[src/vlane_pkg.sv]
package vlane_pkg;

    //////////////////////////////////////////////////
    // Default sizes, overridden from the top level
    parameter int LANE_NUM        = 8;
    parameter int MEM_DEPTH       = 512;  // VRF words per lane
    parameter int MAX_VL_PER_LANE = 256;

    //////////////////////////////////////////////////
    // Fixed by the VRF
    parameter int RD_PORTS       = 3;  // vs1, vs2, vs3
    parameter int BYTES_PER_WORD = 4;

    //////////////////////////////////////////////////
    // Instruction kinds
    typedef enum logic [1:0] {
        NORMAL,  // Read, then write after the pipe delay
        STORE,   // Read only, data to the store unit
        LOAD     // Write only, data from the load unit
    } inst_type_e;

    // Element width codes
    typedef enum logic [1:0] {
        EW_BYTE = 2'd0,
        EW_HALF = 2'd1,
        EW_WORD = 2'd2
    } elem_width_e;

    // Sequencer states
    typedef enum logic [2:0] {
        IDLE,
        DISPATCH,
        NORMAL_MODE,
        READ_MODE,
        LOAD_MODE
    } seq_state_e;

endpackage

[src/addr_ctrl_if.sv]
`timescale 1ns/1ps

// Address counter control, sampled by the generator on every rising edge
interface addr_ctrl_if;

    logic                   load;      // Copy start addresses, clear counts
    logic                   rd_step;   // Advance the shared read count
    logic                   wr_step;   // Advance the write count
    vlane_pkg::elem_width_e rd_width;
    vlane_pkg::elem_width_e wr_width;

    modport seq (
        output load, rd_step, wr_step, rd_width, wr_width
    );

    modport gen (
        input load, rd_step, wr_step, rd_width, wr_width
    );

endinterface

[src/lane_sequencer.sv]
`timescale 1ns/1ps

module lane_sequencer #(
    parameter int MAX_VL_PER_LANE = vlane_pkg::MAX_VL_PER_LANE,
    parameter int LANE_NUM        = vlane_pkg::LANE_NUM,
    localparam int VL_W = $clog2(LANE_NUM * MAX_VL_PER_LANE + 1),
    localparam int DL_W = $clog2(MAX_VL_PER_LANE)
) (
    input  logic                   clk_i,
    input  logic                   rst_i,
    input  logic                   start_i,
    input  vlane_pkg::inst_type_e  inst_type_i,
    input  logic [VL_W-1:0]        vl_i,
    input  vlane_pkg::elem_width_e vsew_i,
    input  vlane_pkg::elem_width_e wdata_width_i,
    input  logic [DL_W-1:0]        inst_delay_i,
    input  logic                   load_valid_i,
    input  logic                   load_last_i,
    output logic                   ready_o,
    output logic                   store_data_valid_o,
    output logic                   ready_for_load_o,
    output logic                   wr_active_o,
    output logic                   load_phase_o,
    output logic                   rd_active_o,
    output logic                   rd_clear_o,
    addr_ctrl_if.seq               actl
);

    localparam int LSH   = $clog2(LANE_NUM);
    localparam int LEN_W = $clog2(MAX_VL_PER_LANE + 1);
    localparam int CNT_W = $clog2(2 * MAX_VL_PER_LANE) + 1;  // Covers delay plus length

    vlane_pkg::seq_state_e  state_q, state_d;
    vlane_pkg::inst_type_e  inst_q;
    vlane_pkg::elem_width_e rd_width_q, wr_width_q;
    logic [LEN_W-1:0] len_q;   // Read cycles per lane
    logic [DL_W-1:0]  delay_q;
    logic [CNT_W-1:0] cnt_q;   // Phase counter
    logic [CNT_W-1:0] wr_end;
    logic [VL_W:0]    vl_round;
    logic accept;
    logic rd_win, wr_win;
    logic rd_active_q, wr_active_q, store_q, load_q;

    assign accept   = start_i && ready_o;
    assign vl_round = {1'b0, vl_i} + (VL_W + 1)'(LANE_NUM - 1);
    assign wr_end   = CNT_W'(delay_q) + CNT_W'(len_q);

    //////////////////////////////////////////////////
    // Instruction latch

    always_ff @(posedge clk_i) begin
        if (accept) begin
            inst_q     <= inst_type_i;
            len_q      <= LEN_W'(vl_round >> LSH);  // ceil(vl / lanes)
            delay_q    <= inst_delay_i;
            rd_width_q <= (inst_type_i == vlane_pkg::STORE) ? vlane_pkg::EW_WORD : vsew_i;
            wr_width_q <= (inst_type_i == vlane_pkg::LOAD) ? vlane_pkg::EW_WORD : wdata_width_i;
        end
    end

    //////////////////////////////////////////////////
    // Mode FSM

    always_comb begin
        state_d = state_q;
        case (state_q)
            vlane_pkg::IDLE: if (accept) state_d = vlane_pkg::DISPATCH;
            vlane_pkg::DISPATCH: begin
                case (inst_q)
                    vlane_pkg::NORMAL: state_d = vlane_pkg::NORMAL_MODE;
                    vlane_pkg::STORE:  state_d = vlane_pkg::READ_MODE;
                    vlane_pkg::LOAD:   state_d = vlane_pkg::LOAD_MODE;
                    default:           state_d = vlane_pkg::IDLE;
                endcase
            end
            vlane_pkg::NORMAL_MODE: if (cnt_q == wr_end) state_d = vlane_pkg::IDLE;
            vlane_pkg::READ_MODE: if (cnt_q == CNT_W'(len_q)) state_d = vlane_pkg::IDLE;
            vlane_pkg::LOAD_MODE: if (load_q && load_last_i) state_d = vlane_pkg::IDLE;
            default: state_d = vlane_pkg::IDLE;
        endcase
    end

    // Phase windows, seen one cycle later on the registered outputs
    assign rd_win = (state_q == vlane_pkg::NORMAL_MODE || state_q == vlane_pkg::READ_MODE)
                    && cnt_q < CNT_W'(len_q);
    assign wr_win = state_q == vlane_pkg::NORMAL_MODE
                    && cnt_q >= CNT_W'(delay_q) && cnt_q < wr_end;

    always_ff @(posedge clk_i) begin
        if (!rst_i) begin
            state_q     <= vlane_pkg::IDLE;
            cnt_q       <= '0;
            ready_o     <= 1'b1;
            rd_active_q <= 1'b0;
            wr_active_q <= 1'b0;
            store_q     <= 1'b0;
            load_q      <= 1'b0;
        end else begin
            state_q     <= state_d;
            ready_o     <= state_d == vlane_pkg::IDLE;
            rd_active_q <= rd_win;
            wr_active_q <= wr_win;
            store_q     <= rd_win && state_q == vlane_pkg::READ_MODE;
            load_q      <= state_q == vlane_pkg::LOAD_MODE && state_d == vlane_pkg::LOAD_MODE;
            if (state_q == vlane_pkg::NORMAL_MODE || state_q == vlane_pkg::READ_MODE) begin
                cnt_q <= cnt_q + 1'b1;
            end else begin
                cnt_q <= '0;
            end
        end
    end

    //////////////////////////////////////////////////
    // Outputs

    assign rd_active_o        = rd_active_q;
    assign wr_active_o        = wr_active_q;
    assign store_data_valid_o = store_q;
    assign ready_for_load_o   = load_q;
    assign load_phase_o       = load_q;
    assign rd_clear_o         = accept;  // Valid counter takes vl_i at acceptance

    assign actl.load     = accept;  // Start addresses are only stable here
    assign actl.rd_step  = rd_active_q;
    assign actl.wr_step  = wr_active_q || (load_q && load_valid_i);
    assign actl.rd_width = rd_width_q;
    assign actl.wr_width = wr_width_q;

    a_dispatch_kind: assert property (@(posedge clk_i) disable iff (!rst_i)
        accept |-> inst_type_i inside {vlane_pkg::NORMAL, vlane_pkg::STORE, vlane_pkg::LOAD})
        else $error("Dispatched an unknown instruction kind");

    a_ready_idle: assert property (@(posedge clk_i) disable iff (!rst_i)
        ready_o |-> !(rd_active_q || wr_active_q || store_q || load_q))
        else $error("ready_o high during an active phase");

endmodule

[src/vrf_addr_gen.sv]
`timescale 1ns/1ps

module vrf_addr_gen #(
    parameter int MEM_DEPTH       = vlane_pkg::MEM_DEPTH,
    parameter int MAX_VL_PER_LANE = vlane_pkg::MAX_VL_PER_LANE,
    localparam int AW = $clog2(MEM_DEPTH),
    localparam int RP = vlane_pkg::RD_PORTS
) (
    input  logic                 clk_i,
    input  logic                 rst_i,
    input  logic [AW-1:0]        vrf_start_waddr_i,
    input  logic [RP-1:0][AW-1:0] vrf_start_raddr_i,
    output logic [AW-1:0]        vrf_waddr_o,
    output logic [RP-1:0][AW-1:0] vrf_raddr_o,
    addr_ctrl_if.gen             actl
);

    localparam int CW = $clog2(MAX_VL_PER_LANE) + 1;

    logic [AW-1:0]         wstart_q;
    logic [RP-1:0][AW-1:0] rstart_q;
    logic [CW-1:0]         wcnt_q, rcnt_q;  // Element counts
    logic [AW-1:0]         rd_off;

    // Elements per word, as a right shift of the element count
    function automatic logic [1:0] ew_shift(vlane_pkg::elem_width_e w);
        case (w)
            vlane_pkg::EW_BYTE: return 2'd2;
            vlane_pkg::EW_HALF: return 2'd1;
            default:            return 2'd0;
        endcase
    endfunction

    always_ff @(posedge clk_i) begin
        if (actl.load) begin
            wstart_q <= vrf_start_waddr_i;
            rstart_q <= vrf_start_raddr_i;
        end
    end

    always_ff @(posedge clk_i) begin
        if (!rst_i) begin
            wcnt_q <= '0;
            rcnt_q <= '0;
        end else if (actl.load) begin
            wcnt_q <= '0;
            rcnt_q <= '0;
        end else begin
            if (actl.wr_step) wcnt_q <= wcnt_q + 1'b1;
            if (actl.rd_step) rcnt_q <= rcnt_q + 1'b1;  // All read ports together
        end
    end

    assign vrf_waddr_o = wstart_q + AW'(wcnt_q >> ew_shift(actl.wr_width));
    assign rd_off      = AW'(rcnt_q >> ew_shift(actl.rd_width));

    always_comb begin
        for (int p = 0; p < RP; p++) begin
            vrf_raddr_o[p] = rstart_q[p] + rd_off;
        end
    end

endmodule

[src/byte_enable_gen.sv]
`timescale 1ns/1ps

module byte_enable_gen #(
    parameter int LANE_NUM = vlane_pkg::LANE_NUM,
    localparam int BPW = vlane_pkg::BYTES_PER_WORD
) (
    input  logic                          clk_i,
    input  logic                          rst_i,
    input  logic                          wr_active_i,
    input  vlane_pkg::elem_width_e        wr_width_i,
    input  logic                          load_phase_i,
    input  logic                          load_valid_i,
    input  logic [LANE_NUM-1:0][BPW-1:0]  load_bwen_i,
    output logic [LANE_NUM-1:0][BPW-1:0]  vrf_bwen_o
);

    logic [BPW-1:0] onehot_q;  // Byte slot of the next write
    logic [1:0]     pair_q;    // Half slot of the next write
    logic [BPW-1:0] pattern;

    always_ff @(posedge clk_i) begin
        if (!rst_i) begin
            onehot_q <= BPW'(1);
            pair_q   <= 2'b01;
        end else if (wr_active_i) begin
            onehot_q <= {onehot_q[BPW-2:0], onehot_q[BPW-1]};
            pair_q   <= {pair_q[0], pair_q[1]};
        end else begin
            onehot_q <= BPW'(1);  // Every write burst starts at byte 0
            pair_q   <= 2'b01;
        end
    end

    always_comb begin
        case (wr_width_i)
            vlane_pkg::EW_BYTE: pattern = onehot_q;
            vlane_pkg::EW_HALF: pattern = {{2{pair_q[1]}}, {2{pair_q[0]}}};
            vlane_pkg::EW_WORD: pattern = '1;
            default:            pattern = '0;
        endcase
    end

    // Same pattern on every lane, load unit enables during LOAD
    always_comb begin
        for (int i = 0; i < LANE_NUM; i++) begin
            if (load_phase_i) begin
                vrf_bwen_o[i] = load_valid_i ? load_bwen_i[i] : '0;
            end else begin
                vrf_bwen_o[i] = wr_active_i ? pattern : '0;
            end
        end
    end

    a_byte_onehot: assert property (@(posedge clk_i) disable iff (!rst_i)
        (wr_active_i && wr_width_i == vlane_pkg::EW_BYTE) |-> $onehot(vrf_bwen_o[0]))
        else $error("Byte write enable is not one-hot");

endmodule

[src/lane_valid_gen.sv]
`timescale 1ns/1ps

module lane_valid_gen #(
    parameter int LANE_NUM        = vlane_pkg::LANE_NUM,
    parameter int MAX_VL_PER_LANE = vlane_pkg::MAX_VL_PER_LANE,
    localparam int VL_W = $clog2(LANE_NUM * MAX_VL_PER_LANE + 1)
) (
    input  logic                clk_i,
    input  logic                rst_i,
    input  logic [VL_W-1:0]     vl_i,
    input  logic                rd_clear_i,
    input  logic                rd_active_i,
    output logic [LANE_NUM-1:0] read_data_valid_o
);

    logic [VL_W-1:0] remain_q;  // Elements not yet read

    always_ff @(posedge clk_i) begin
        if (!rst_i) begin
            remain_q <= '0;
        end else if (rd_clear_i) begin
            remain_q <= vl_i;
        end else if (rd_active_i) begin
            // One element per lane each read cycle
            remain_q <= (remain_q > VL_W'(LANE_NUM)) ? remain_q - VL_W'(LANE_NUM) : '0;
        end
    end

    always_comb begin
        for (int i = 0; i < LANE_NUM; i++) begin
            read_data_valid_o[i] = rd_active_i && (remain_q > VL_W'(i));
        end
    end

endmodule

[src/lane_driver_top.sv]
`timescale 1ns/1ps

module lane_driver_top #(
    parameter int LANE_NUM        = vlane_pkg::LANE_NUM,
    parameter int MEM_DEPTH       = vlane_pkg::MEM_DEPTH,
    parameter int MAX_VL_PER_LANE = vlane_pkg::MAX_VL_PER_LANE,
    localparam int VL_W = $clog2(LANE_NUM * MAX_VL_PER_LANE + 1),
    localparam int DL_W = $clog2(MAX_VL_PER_LANE),
    localparam int AW   = $clog2(MEM_DEPTH),
    localparam int RP   = vlane_pkg::RD_PORTS,
    localparam int BPW  = vlane_pkg::BYTES_PER_WORD
) (
    input  logic                         clk_i,
    input  logic                         rst_i,
    // Handshake and instruction
    input  logic                         start_i,
    output logic                         ready_o,
    input  vlane_pkg::inst_type_e        inst_type_i,
    input  logic [VL_W-1:0]              vl_i,
    input  vlane_pkg::elem_width_e       vsew_i,
    input  vlane_pkg::elem_width_e       wdata_width_i,
    input  logic [DL_W-1:0]              inst_delay_i,
    // VRF
    input  logic [AW-1:0]                vrf_start_waddr_i,
    input  logic [RP-1:0][AW-1:0]        vrf_start_raddr_i,
    output logic [AW-1:0]                vrf_waddr_o,
    output logic [RP-1:0][AW-1:0]        vrf_raddr_o,
    output logic [LANE_NUM-1:0][BPW-1:0] vrf_bwen_o,
    output logic [LANE_NUM-1:0]          read_data_valid_o,
    // Load and store units
    output logic                         store_data_valid_o,
    input  logic                         load_valid_i,
    input  logic                         load_last_i,
    output logic                         ready_for_load_o,
    input  logic [LANE_NUM-1:0][BPW-1:0] load_bwen_i
);

    logic wr_active, load_phase, rd_active, rd_clear;

    addr_ctrl_if actl ();

    lane_sequencer #(.MAX_VL_PER_LANE(MAX_VL_PER_LANE), .LANE_NUM(LANE_NUM)) u_seq (
        .clk_i, .rst_i, .start_i, .inst_type_i, .vl_i, .vsew_i, .wdata_width_i,
        .inst_delay_i, .load_valid_i, .load_last_i, .ready_o, .store_data_valid_o,
        .ready_for_load_o,
        .wr_active_o  (wr_active),
        .load_phase_o (load_phase),
        .rd_active_o  (rd_active),
        .rd_clear_o   (rd_clear),
        .actl         (actl.seq)
    );

    vrf_addr_gen #(.MEM_DEPTH(MEM_DEPTH), .MAX_VL_PER_LANE(MAX_VL_PER_LANE)) u_addr (
        .clk_i, .rst_i, .vrf_start_waddr_i, .vrf_start_raddr_i, .vrf_waddr_o, .vrf_raddr_o,
        .actl (actl.gen)
    );

    byte_enable_gen #(.LANE_NUM(LANE_NUM)) u_bwen (
        .clk_i, .rst_i,
        .wr_active_i  (wr_active),
        .wr_width_i   (actl.wr_width),  // Latched by the sequencer
        .load_phase_i (load_phase),
        .load_valid_i, .load_bwen_i, .vrf_bwen_o
    );

    lane_valid_gen #(.LANE_NUM(LANE_NUM), .MAX_VL_PER_LANE(MAX_VL_PER_LANE)) u_valid (
        .clk_i, .rst_i, .vl_i,
        .rd_clear_i  (rd_clear),
        .rd_active_i (rd_active),
        .read_data_valid_o
    );

endmodule

[config.mk]
export PLATFORM = sky130hd
export DESIGN_NAME = lane_driver_top
export DESIGN_NICKNAME = d
export VERILOG_FILES = /design/src/vlane_pkg.sv /design/src/addr_ctrl_if.sv /design/src/lane_sequencer.sv /design/src/vrf_addr_gen.sv /design/src/byte_enable_gen.sv /design/src/lane_valid_gen.sv /design/src/lane_driver_top.sv
export SDC_FILE = /design/constraint.sdc
export NUM_CORES = 1
export LEC_CHECK = 0
export ABC_AREA = 1
export BUFFER_PORTS_ARGS = -buffer_cell sky130_fd_sc_hd__buf_2
export CAP_MARGIN = 5
export CORE_MARGIN = 2
export CORE_UTILIZATION = 35
export CTS_CLUSTER_DIAMETER = 50
export DETAILED_ROUTE_END_ITERATION = 10
export MAX_ROUTING_LAYER = met4
export PLACE_DENSITY = 0.55
export RECOVER_POWER = 25
export SLEW_MARGIN = 20
export SYNTH_ARGS = -nofsm -noshare
export SYNTH_HDL_FRONTEND = slang
export SYNTH_SLANG_ARGS = --single-unit
[constraint.sdc]
create_clock -name clk_i -period 3.5 [get_ports clk_i]
set_input_delay 0 -clock clk_i [delete_from_list [all_inputs] [get_ports clk_i]]
set_output_delay 0 -clock clk_i [all_outputs]
set_load 0.1 [all_outputs]
==> results.yml, run 1 <==
critical_path:
  cp-start-kind: "flip-flop"
  worst-setup-path-type: "reg -> out"
  reg2reg_depth: 17
  required_ns: 3.50
  crit_arrival_ns: 3.24
  critPathMaxFanout: 8
  cp-end-kind: "output pin"
routing:
  viasPerCell: 4.763
  post_drt_wl_per_cell_um: 13.23
  drt_pre_antenna_iters: 5
  drtIter0Drc: 306
  antenna_left: 0
  via_count: 7078
  remaining_drc_errors: 0
  drt_wl_total_mm: 19.66
clock_network:
  cts_buffers: 17
  cts_tree: "built"
  clock_latency_ns: 0.42
  h-tree-depth: 4
  post_cts_buffers: 0
  clockBufferDepth: 2
  cts_num_sinks: 113
  clkTransAtPathRegs_ns: 0.06
  root_buffer: "clkbuf_16"
sta:
  min_period_ns: 3.237
  setup_viol: 0
  hold_viol_final: 0
  grt_setup_unrepaired: "false"
  maxSlewViolCount: 0
  period_share_pct: 92.49
  worst_pin_slew_ns: 1.158
  slew_headroom_pct: 23.10
  skew_ns: 0.01071
  max_freq_mhz: 308.9
  tns_ns: 0
finish:
  design_area_um2: 9843
  final_util_pct: 47.12
  drive_above_1_share_pct: 18.17
  antennaDiodeCount: 0
  final_cell_mix: "nand2_1, buf_2, inv_1"
  mostFrequentLayoutCell: "nand2_1"
  nNetsFinal: 1374
  num-fill-cells: 2048
  area_growth_syn_to_layout_pct: 32.71
placement:
  portBuffers: 177
  placedInstanceArea_um2: 8638
  dp_hpwl_mm: 14.64
  gp_congestion: 0.8286
pwr:
  peakVddDrop_uv: 503.9
  power_density_nw_per_um2: 523.4
  leakage_uw: 0.004853
  total_power_uw: 5152
worst_hold_path:
  hold_depth: 3
  hold_class: "in -> reg"
run:
  cap_violations: 0
synthesis:
  synth_seq_cells: 113
  synth_top_area_share_pct: 23.89
  post_synth_num_cell_types: 40
  async_reset_ff_share_pct: 0
  syn-num-nets: 1116
  synthFlopType: "edfxtp_1"
  synth_warnings: 0
  synth.avg_cell_area_um2: 7.891
  ys_seq_area_share_pct: 38.46
  synth_cells: 940
  synth.largest_area_cell: "edfxtp_1"
  ys_top_cells_by_area: "edfxtp_1, dfxtp_1, ha_1"
  syn_area_um2: 7417
  synth-edff-count: 59
floorplanning:
  core_um2: 20890
  start_util_pct: 35.51
  die_y_um: 149.6
  die-area_um2: 22370
  die_x_um: 149.6
  ios: 178
  rows: 53
global_route:
  grt_start_max_net_pins: 33
  grt-ovfl-total: 0
  antenna_found_initial: 0
  grt_pass1_vias: 6702
  grt_pass1_wl_mm: 31.17
  grtUsageTotal_pct: 18.18
status:
  status: "complete, no violations"
==> cell families (layout without fill, tap and decap cells) <==
logic type | count (synthesis) | count (layout) | share of synthesized area (%)
xor+xnor | 45 | 45 | 5.314
fa+ha+maj | 77 | 77 | 13.50
compound gates | 160 | 160 | 12.23
buf+inv | 152 | 423 | 7.709
simple gates | 393 | 393 | 22.79
flops | 113 | 113 | 38.46
==> sequential cells by signal, summed over array words and instances, names as in the netlist <==
name                      count
u_addr.wstart_q               9
u_addr.rcnt_q                 9
u_seq.inst_q                  2
u_bwen.pair_q                 2
u_seq.state_q                 3
u_addr.rstart_q              27
u_addr.wcnt_q                 9
u_seq.delay_q                 8
u_seq.wr_active_o             1
u_seq.actl.wr_width           2
u_valid.remain_q             12
u_seq.actl.rd_width           2
u_seq.store_data_valid_o      1
u_bwen.onehot_q               4
u_seq.cnt_q                  10
u_seq.ready_o                 1
u_seq.actl.rd_step            1
u_seq.load_phase_o            1
u_seq.len_q                   9
==> area by class of cell <==
type / instances / area [µm²] / share of cell area, %
well taps: 275 / 344.1 / 3.496
flip-flops and latches: 113 / 2853 / 28.98
clock buffers: 21 / 460.4 / 4.678
clock inverters: 11 / 80.08 / 0.8135
inverters: 144 / 540.5 / 5.491
repair buffers: 247 / 1572 / 15.97
multi-input cells: 675 / 3994 / 40.57
==> critical path: stages, from the launching register on <==
cell and delay (ns):
edfxtp_1 0.46, inv_1 0.20, nand2_1 0.20, o22ai_1 0.16, a21oi_1 0.11, ha_1 0.25, fa_1 0.41, nand3_1 0.10
nand2_1 0.12, a21oi_1 0.21, xor2_1 0.16, buf_2 0.44
==> power breakdown <==
group	switching [µW]	internal, µW	total [µW]
combinational	1520	463	1980
sequential	63.7	1500	1570
clock	661	944	1610
==> through the flow <==
step                      setup slack (ns)  cells  hold WS, ns
after floorplan                     0.1047    940      0.06881
after global placement              0.7319   1387       0.1767
after detailed placement            0.6760   1387       0.1781
after CTS                           0.2086   1486      0.02283
after global routing               0.03465   1486      0.04449
final                               0.2630   1486      0.04334
==> cells in the mapped netlist (all sizes together), types with 5 or more instances <==
master,instances
xor2,41
nor3,22
o21ai,32
dfxtp,54
clkbuf,5
nand3b,5
edfxtp,59
fa,5
nor2,66
o22ai,20
nand4,15
nand3,52
ha,72
nand2,228
a31oi,11
o21bai,6
a21oi,78
inv,143
==> what timing repair did <==
item / CTS / global route
endpoints found under the setup margin: 0 / 4
resized for setup: 0 / 2
hold endpoints to repair: 72 / 0
hold buffers: 67 / 0
==> metal layers <==
layer | up-vias | global-route usage, % | wire (µm)
met5 | - | - | 0
met2 | 203 | 30.44 | 9301
met1 | 3190 | 21.93 | 8990
li1 | 3659 | - | -
met3 | 26 | 3.872 | 1053
met4 | 0 | 5.667 | 312
==> path summary, 6_finish.rpt <==
check / startpoint / endpoint / slack (ns)
worst max-delay path: u_seq.actl.rd_width[1] / vrf_raddr_o[15] / 0.26
worst min-delay path: vl_i[10] / u_seq.len_q[7] / 0.04
worst max register to register: u_seq.delay_q[0] / u_seq.ready_o / 0.97
worst min register to register: u_bwen.pair_q[1] / u_bwen.pair_q[0] / 0.42
No activity file was read; power rests on OpenSTA's default activity.
==> inputs of run 2 (changes only) <==
--- a/config.mk
+++ b/config.mk
@@ -5,7 +5,6 @@
 export SDC_FILE = /design/constraint.sdc
 export NUM_CORES = 1
 export LEC_CHECK = 0
-export ABC_AREA = 1
 export BUFFER_PORTS_ARGS = -buffer_cell sky130_fd_sc_hd__buf_2
 export CAP_MARGIN = 5
 export CORE_MARGIN = 2
==> results.yml, run 2 <==
placement:
  dp_cells: 1160
  dp_hpwl_mm: 13.22
  placedInstanceArea_um2: 8607
  gp_congestion: 0.8367
  portBuffers: 177
global_route:
  grtUsageTotal_pct: 17.43
  antenna_found_initial: 0
  grt_pass1_wl_mm: 29.40
  grt-ovfl-total: 0
  grt_pass1_vias: 6062
  grt_start_max_net_pins: 45
synthesis:
  syn-num-nets: 903
  synth_cells: 727
  synth-edff-count: 59
  ys_top_cells_by_area: "edfxtp_1, dfxtp_1, ha_1"
  synthFlopType: "edfxtp_1"
  synth.largest_area_cell: "edfxtp_1"
  ys_seq_area_share_pct: 39.54
  netlist_top_cells_count: "ha_1, edfxtp_1, nand2_1"
  yosysMostFrequentCell: "ha_1"
  synth.avg_cell_area_um2: 9.924
  synth_top_area_share_pct: 24.56
  post_synth_num_cell_types: 59
  syn_area_um2: 7214
  async_reset_ff_share_pct: 0
  synth_seq_cells: 113
  synth_warnings: 0
finish:
  top_regs: "u_addr.rstart_q (27), u_valid.remain_q (12), u_seq.cnt_q (10)"
  area_growth_syn_to_layout_pct: 37.39
  top_register: "u_addr.rstart_q"
  drive_above_1_share_pct: 23.23
  largest_reg_flops: 27
  final_util_pct: 48.99
  final_cells: 1260
  mostFrequentLayoutCell: "buf_2"
  final_cell_mix: "buf_2, ha_1, dlygate4sd3_1"
  design_area_um2: 9912
  antennaDiodeCount: 0
  nNetsFinal: 1153
routing:
  drt_wl_total_mm: 17.74
  viasPerCell: 4.879
  top_layer: "met4"
  drtIter0Drc: 256
  met2WireLength_mm: 8.289
  via_count: 6147
  drt_pre_antenna_iters: 4
  wl_met1_mm: 8.388
  remaining_drc_errors: 0
  post_drt_wl_per_cell_um: 14.08
  antenna_left: 0
  dr_wl_met3_um: 842
sta:
  slew_headroom_pct: 22.34
  worst_pin_slew_ns: 1.170
  hold_viol_final: 0
  skew_ns: 0.006039
  setup_viol: 0
  min_period_ns: 3.226
  maxSlewViolCount: 0
  period_share_pct: 92.18
  worst_hold_slack_ns: 0.1361
  tns_ns: 0
  max_freq_mhz: 310.0
  grt_setup_unrepaired: "false"
critical_path:
  worst-setup-path-type: "reg -> out"
  cp-end-kind: "output pin"
  cp-start-kind: "flip-flop"
  critPathMaxFanout: 3
  cp.depth: 10
  crit_slowest_cell: "fa_1"
  cp_top_family: "compound AO/OA/AOI/OAI gates"
  crit_chain: "mux2i_1 > o21ai_1 > ha_1 > fa_1 > a21o_1 > a2111oi_4 > o21bai_1 > a21oi_1 > xnor2_2 > buf_12"
  cpPeakStageDelay_ns: 0.47
  required_ns: 3.50
  crit_arrival_ns: 3.23
  path_buf_inv: 1
  reg2reg_depth: 14
clock_network:
  clock_latency_ns: 0.41
  root_buffer: "clkbuf_16"
  h-tree-depth: 4
  clkTransAtPathRegs_ns: 0.06
  clockBufferDepth: 2
  cts_num_sinks: 113
  cts_buffers: 17
  cts_tree: "built"
floorplanning:
  start_util_pct: 35.65
  die-area_um2: 21780
  core_um2: 20230
  rows: 52
  ios: 178
  die_y_um: 147.6
  die_x_um: 147.6
pwr:
  power_density_nw_per_um2: 499.5
  leakage_uw: 0.004674
  peakVddDrop_uv: 312.7
status:
  status: "complete, no violations"
worst_hold_path:
  hold_depth: 3
  hold_class: "in -> reg"
run:
  cap_violations: 0
run 2: routing by layer:
metal | track usage, % | up-vias
li1 | - | 3166
met5 | - | -
met4 | 5.192 | 0
met3 | 3.148 | 17
met2 | 28.53 | 173
met1 | 22.08 | 2791
run 2: cell type report:
cell class,instances,area (µm²)
clock buffers,24,513.0
clock inverters,8,123.9
fillers,1902,10320
inverters,29,108.9
multi-input cells,567,4302
flip-flops and latches,113,2853
well taps,270,337.8
repair buffers,249,1674
run 2: repair_timing:
| item | 4_1_cts | 5_1_grt |
|---|---|---|
| endpoints found under the hold margin | 75 | 0 |
| setup endpoints to repair | 1 | 5 |
| buffers inserted | 0 | 3 |
| hold buffers | 65 | 0 |
| gates resized for setup | 1 | 6 |
run 2: cell families after synthesis:
| kind of cell | count (synthesis) | share of synthesized area, % |
|---|---|---|
| compound gates | 187 | 17.72 |
| simple gates | 218 | 15.75 |
| buf+inv | 47 | 2.497 |
| xor+xnor | 68 | 8.255 |
| mux | 17 | 2.359 |
| flops | 113 | 39.54 |
| fa+ha+maj | 77 | 13.87 |
run 2: worst paths after layout:
| check | from | to | slack (ns) |
|---|---|---|---|
| setup reg to reg | u_seq.delay_q[0] | u_seq.ready_o | 0.61 |
| setup / recovery | u_seq.actl.rd_width[0] | vrf_raddr_o[26] | 0.27 |
| hold / removal | start_i | u_valid.remain_q[11] | 0.14 |
| hold reg to reg | u_bwen.onehot_q[3] | u_bwen.onehot_q[0] | 0.45 |
run 2: stage by stage:
stage,power (µW),setup WS (ns)
2_1_floorplan,2741,-0.3307
3_3_place_gp,3059,0.5250
3_5_place_dp,3063,0.4619
4_1_cts,4996,0.009999
5_1_grt,5189,0.08361
6_report,4951,0.2738
run 2: power breakdown:
group / switching (µW) / leakage (µW) / total, µW / internal, µW
logic: 958 / 0.00336 / 1430 / 470
clock network: 621 / 0.000310 / 1860 / 1240
registers: 114 / 0.00100 / 1660 / 1550
total: 1690 / 0.00467 / 4950 / 3260
run 2: worst min-delay path, cell delays in order:
cell and delay (ns):
buf_2 0.11, nand2_1 0.28, a21oi_1 0.11
==> inputs of run 3 (changes only) <==
--- a/config.mk
+++ b/config.mk
@@ -8,11 +8,11 @@
 export BUFFER_PORTS_ARGS = -buffer_cell sky130_fd_sc_hd__buf_2
 export CAP_MARGIN = 5
 export CORE_MARGIN = 2
-export CORE_UTILIZATION = 35
+export CORE_UTILIZATION = 55
 export CTS_CLUSTER_DIAMETER = 50
 export DETAILED_ROUTE_END_ITERATION = 10
 export MAX_ROUTING_LAYER = met4
-export PLACE_DENSITY = 0.55
+export PLACE_DENSITY = 0.81
 export RECOVER_POWER = 25
 export SLEW_MARGIN = 20
 export SYNTH_ARGS = -nofsm -noshare
==> results.yml, run 3 (same netlist as run 2, synthesis figures left out) <==
status:
  status: "complete, no violations"
critical_path:
  startpoint: "u_seq.actl.rd_width[0]"
  worst-setup-path-type: "reg -> out"
  cp-start-kind: "flip-flop"
  cp-end-kind: "output pin"
  critPathMaxFanout: 7
  required_ns: 3.50
  reg2reg_depth: 14
  cp-endpoint: "vrf_raddr_o[8]"
  crit_arrival_ns: 3.40
  crit-reg2reg-launch: "u_seq.len_q[0]"
  r2r_end: "u_seq.state_q[1]"
  r2r_slack_ns: 0.53
pwr:
  seqPwrFrac_pct: 34.2
  swShare_pct: 35.41
  power_switching_uw: 1730
  leakage_uw: 0.004746
  power_density_nw_per_um2: 493.9
  clkPwrFrac_pct: 35.3
  peakVddDrop_uv: 380.4
  power.internal_uw: 3156
  comb_power_share_pct: 30.6
  total_power_uw: 4886
sta:
  hold_viol_final: 0
  tns_ns: 0
  period_share_pct: 97.29
  fin_ws_ns: 0.09502
  worst_pin_slew_ns: 1.188
  maxSlewViolCount: 0
  slew_headroom_pct: 21.11
  max_freq_mhz: 293.7
  skew_ns: 0.01246
  min_period_ns: 3.405
  setup_viol: 0
placement:
  dp_hpwl_mm: 13.48
  dpl_worst_slack_ns: 0.3575
  placedInstanceArea_um2: 8477
  portBuffers: 177
  gp_congestion: 0.9105
routing:
  drt_wl_total_mm: 21.24
  viasPerCell: 5.740
  antenna_left: 0
  drt_pre_antenna_iters: 5
  drtIter0Drc: 664
  via_count: 6733
  post_drt_wl_per_cell_um: 18.11
  remaining_drc_errors: 0
floorplanning:
  start_util_pct: 56.71
  rows: 41
  die_y_um: 118.5
  die-area_um2: 14050
  die_x_um: 118.5
  ios: 178
  core_um2: 12720
finish:
  largest_reg_flops: 27
  area_growth_syn_to_layout_pct: 37.11
  nNetsFinal: 1164
  regArea_um2: 2853
  final_cell_mix: "buf_2, ha_1, dlygate4sd3_1"
  drive_above_1_share_pct: 25.67
  design_area_um2: 9892
  top_regs: "u_addr.rstart_q (27), u_valid.remain_q (12), u_seq.cnt_q (10)"
  antennaDiodeCount: 0
  top_register: "u_addr.rstart_q"
  num-fill-cells: 854
  mostFrequentLayoutCell: "buf_2"
  multi_input_comb_area_um2: 4348
clock_network:
  cts_num_sinks: 113
  root_buffer: "clkbuf_16"
  cts_buffers: 17
  cts_tree: "built"
  clockBufferDepth: 2
  h-tree-depth: 4
  clock_latency_ns: 0.43
  clkTransAtPathRegs_ns: 0.05
global_route:
  grtUsageTotal_pct: 31.09
  grt_pass1_vias: 6606
  grt_start_max_net_pins: 43
  grt-ovfl-total: 0
  grt_pass1_wl_mm: 33.11
  antenna_found_initial: 0
run:
  cap_violations: 0
worst_hold_path:
  hold_class: "in -> reg"
-- run 3: cell count changes in the layout (fill, tap and decap cells not counted), moves of 3 or more --
cell,change
a21oi_1,-4
a21oi_2,+4
bufinv_16,-3
clkbuf_1,-5
clkbuf_16,+3
buf_4,+11
buf_2,+4
-- run 3: how the worst min path moves through the flow --
stage	start	cells past startpoint	to
floorplan	vrf_start_raddr_i[0]	0	u_addr.rstart_q[0]
global placement	vrf_start_raddr_i[17]	1	u_addr.rstart_q[17]
detailed placement	vrf_start_waddr_i[8]	1	u_addr.wstart_q[8]
CTS	start_i	3	u_valid.remain_q[11]
global route	start_i	3	u_valid.remain_q[6]
finish	start_i	3	u_valid.remain_q[11]
-- run 3: critical path, cell delays in order (launching register included) --
cell       delay, ns
edfxtp_1        0.52
buf_4           0.19
buf_4           0.13
mux2i_2         0.22
o21ai_4         0.14
fa_1            0.46
a21oi_2         0.19
nor2_1          0.10
a2111oi_4       0.45
a21oi_2         0.15
xnor2_2         0.22
buf_12          0.20
-- run 3: stage by stage --
step                      util, %  hold slack, ns  std cells
after global routing        77.75          0.1404       1173
after global placement      66.63          0.1765       1061
after floorplan                 -         0.09887        727
after detailed placement    66.63          0.1781       1061
final                       77.75          0.1016       1173
after CTS                   76.71         0.08648       1160
-- run 3: power groups by stage --
stage	Sequential, µW	Combinational [µW]	Clock, µW
floorplan	1670	1070	0
global placement	1700	1340	0
detailed placement	1700	1360	0
CTS	1680	1430	1730
global route	1680	1600	1800
finish	1670	1490	1720
-- run 3: final cells by class --
type	count	share of cell area [%]
well taps	172	2.176
clock inverters	6	0.3668
multi-input cells	567	43.95
inverters	29	1.100
repair buffers	260	17.86
flip-flops and latches	113	28.84
clock buffers	26	5.705
-- run 3: what timing repair did --
item                                    CTS  global route
endpoints found under the setup margin    8            14
gates resized for setup                   4            15
pin swaps                                 0             3
setup buffers                             2            13
hold endpoints to repair                 75             0
hold buffers                             65             0
-- run 3: routing by layer --
layer / track usage [%] / vias up / part of all wire, %
met5: - / - / 0
met4: 10.57 / 0 / 2.6
met3: 7.963 / 52 / 6.6
met2: 54.02 / 321 / 53
met1: 34.72 / 3180 / 38
li1: - / 3180 / -
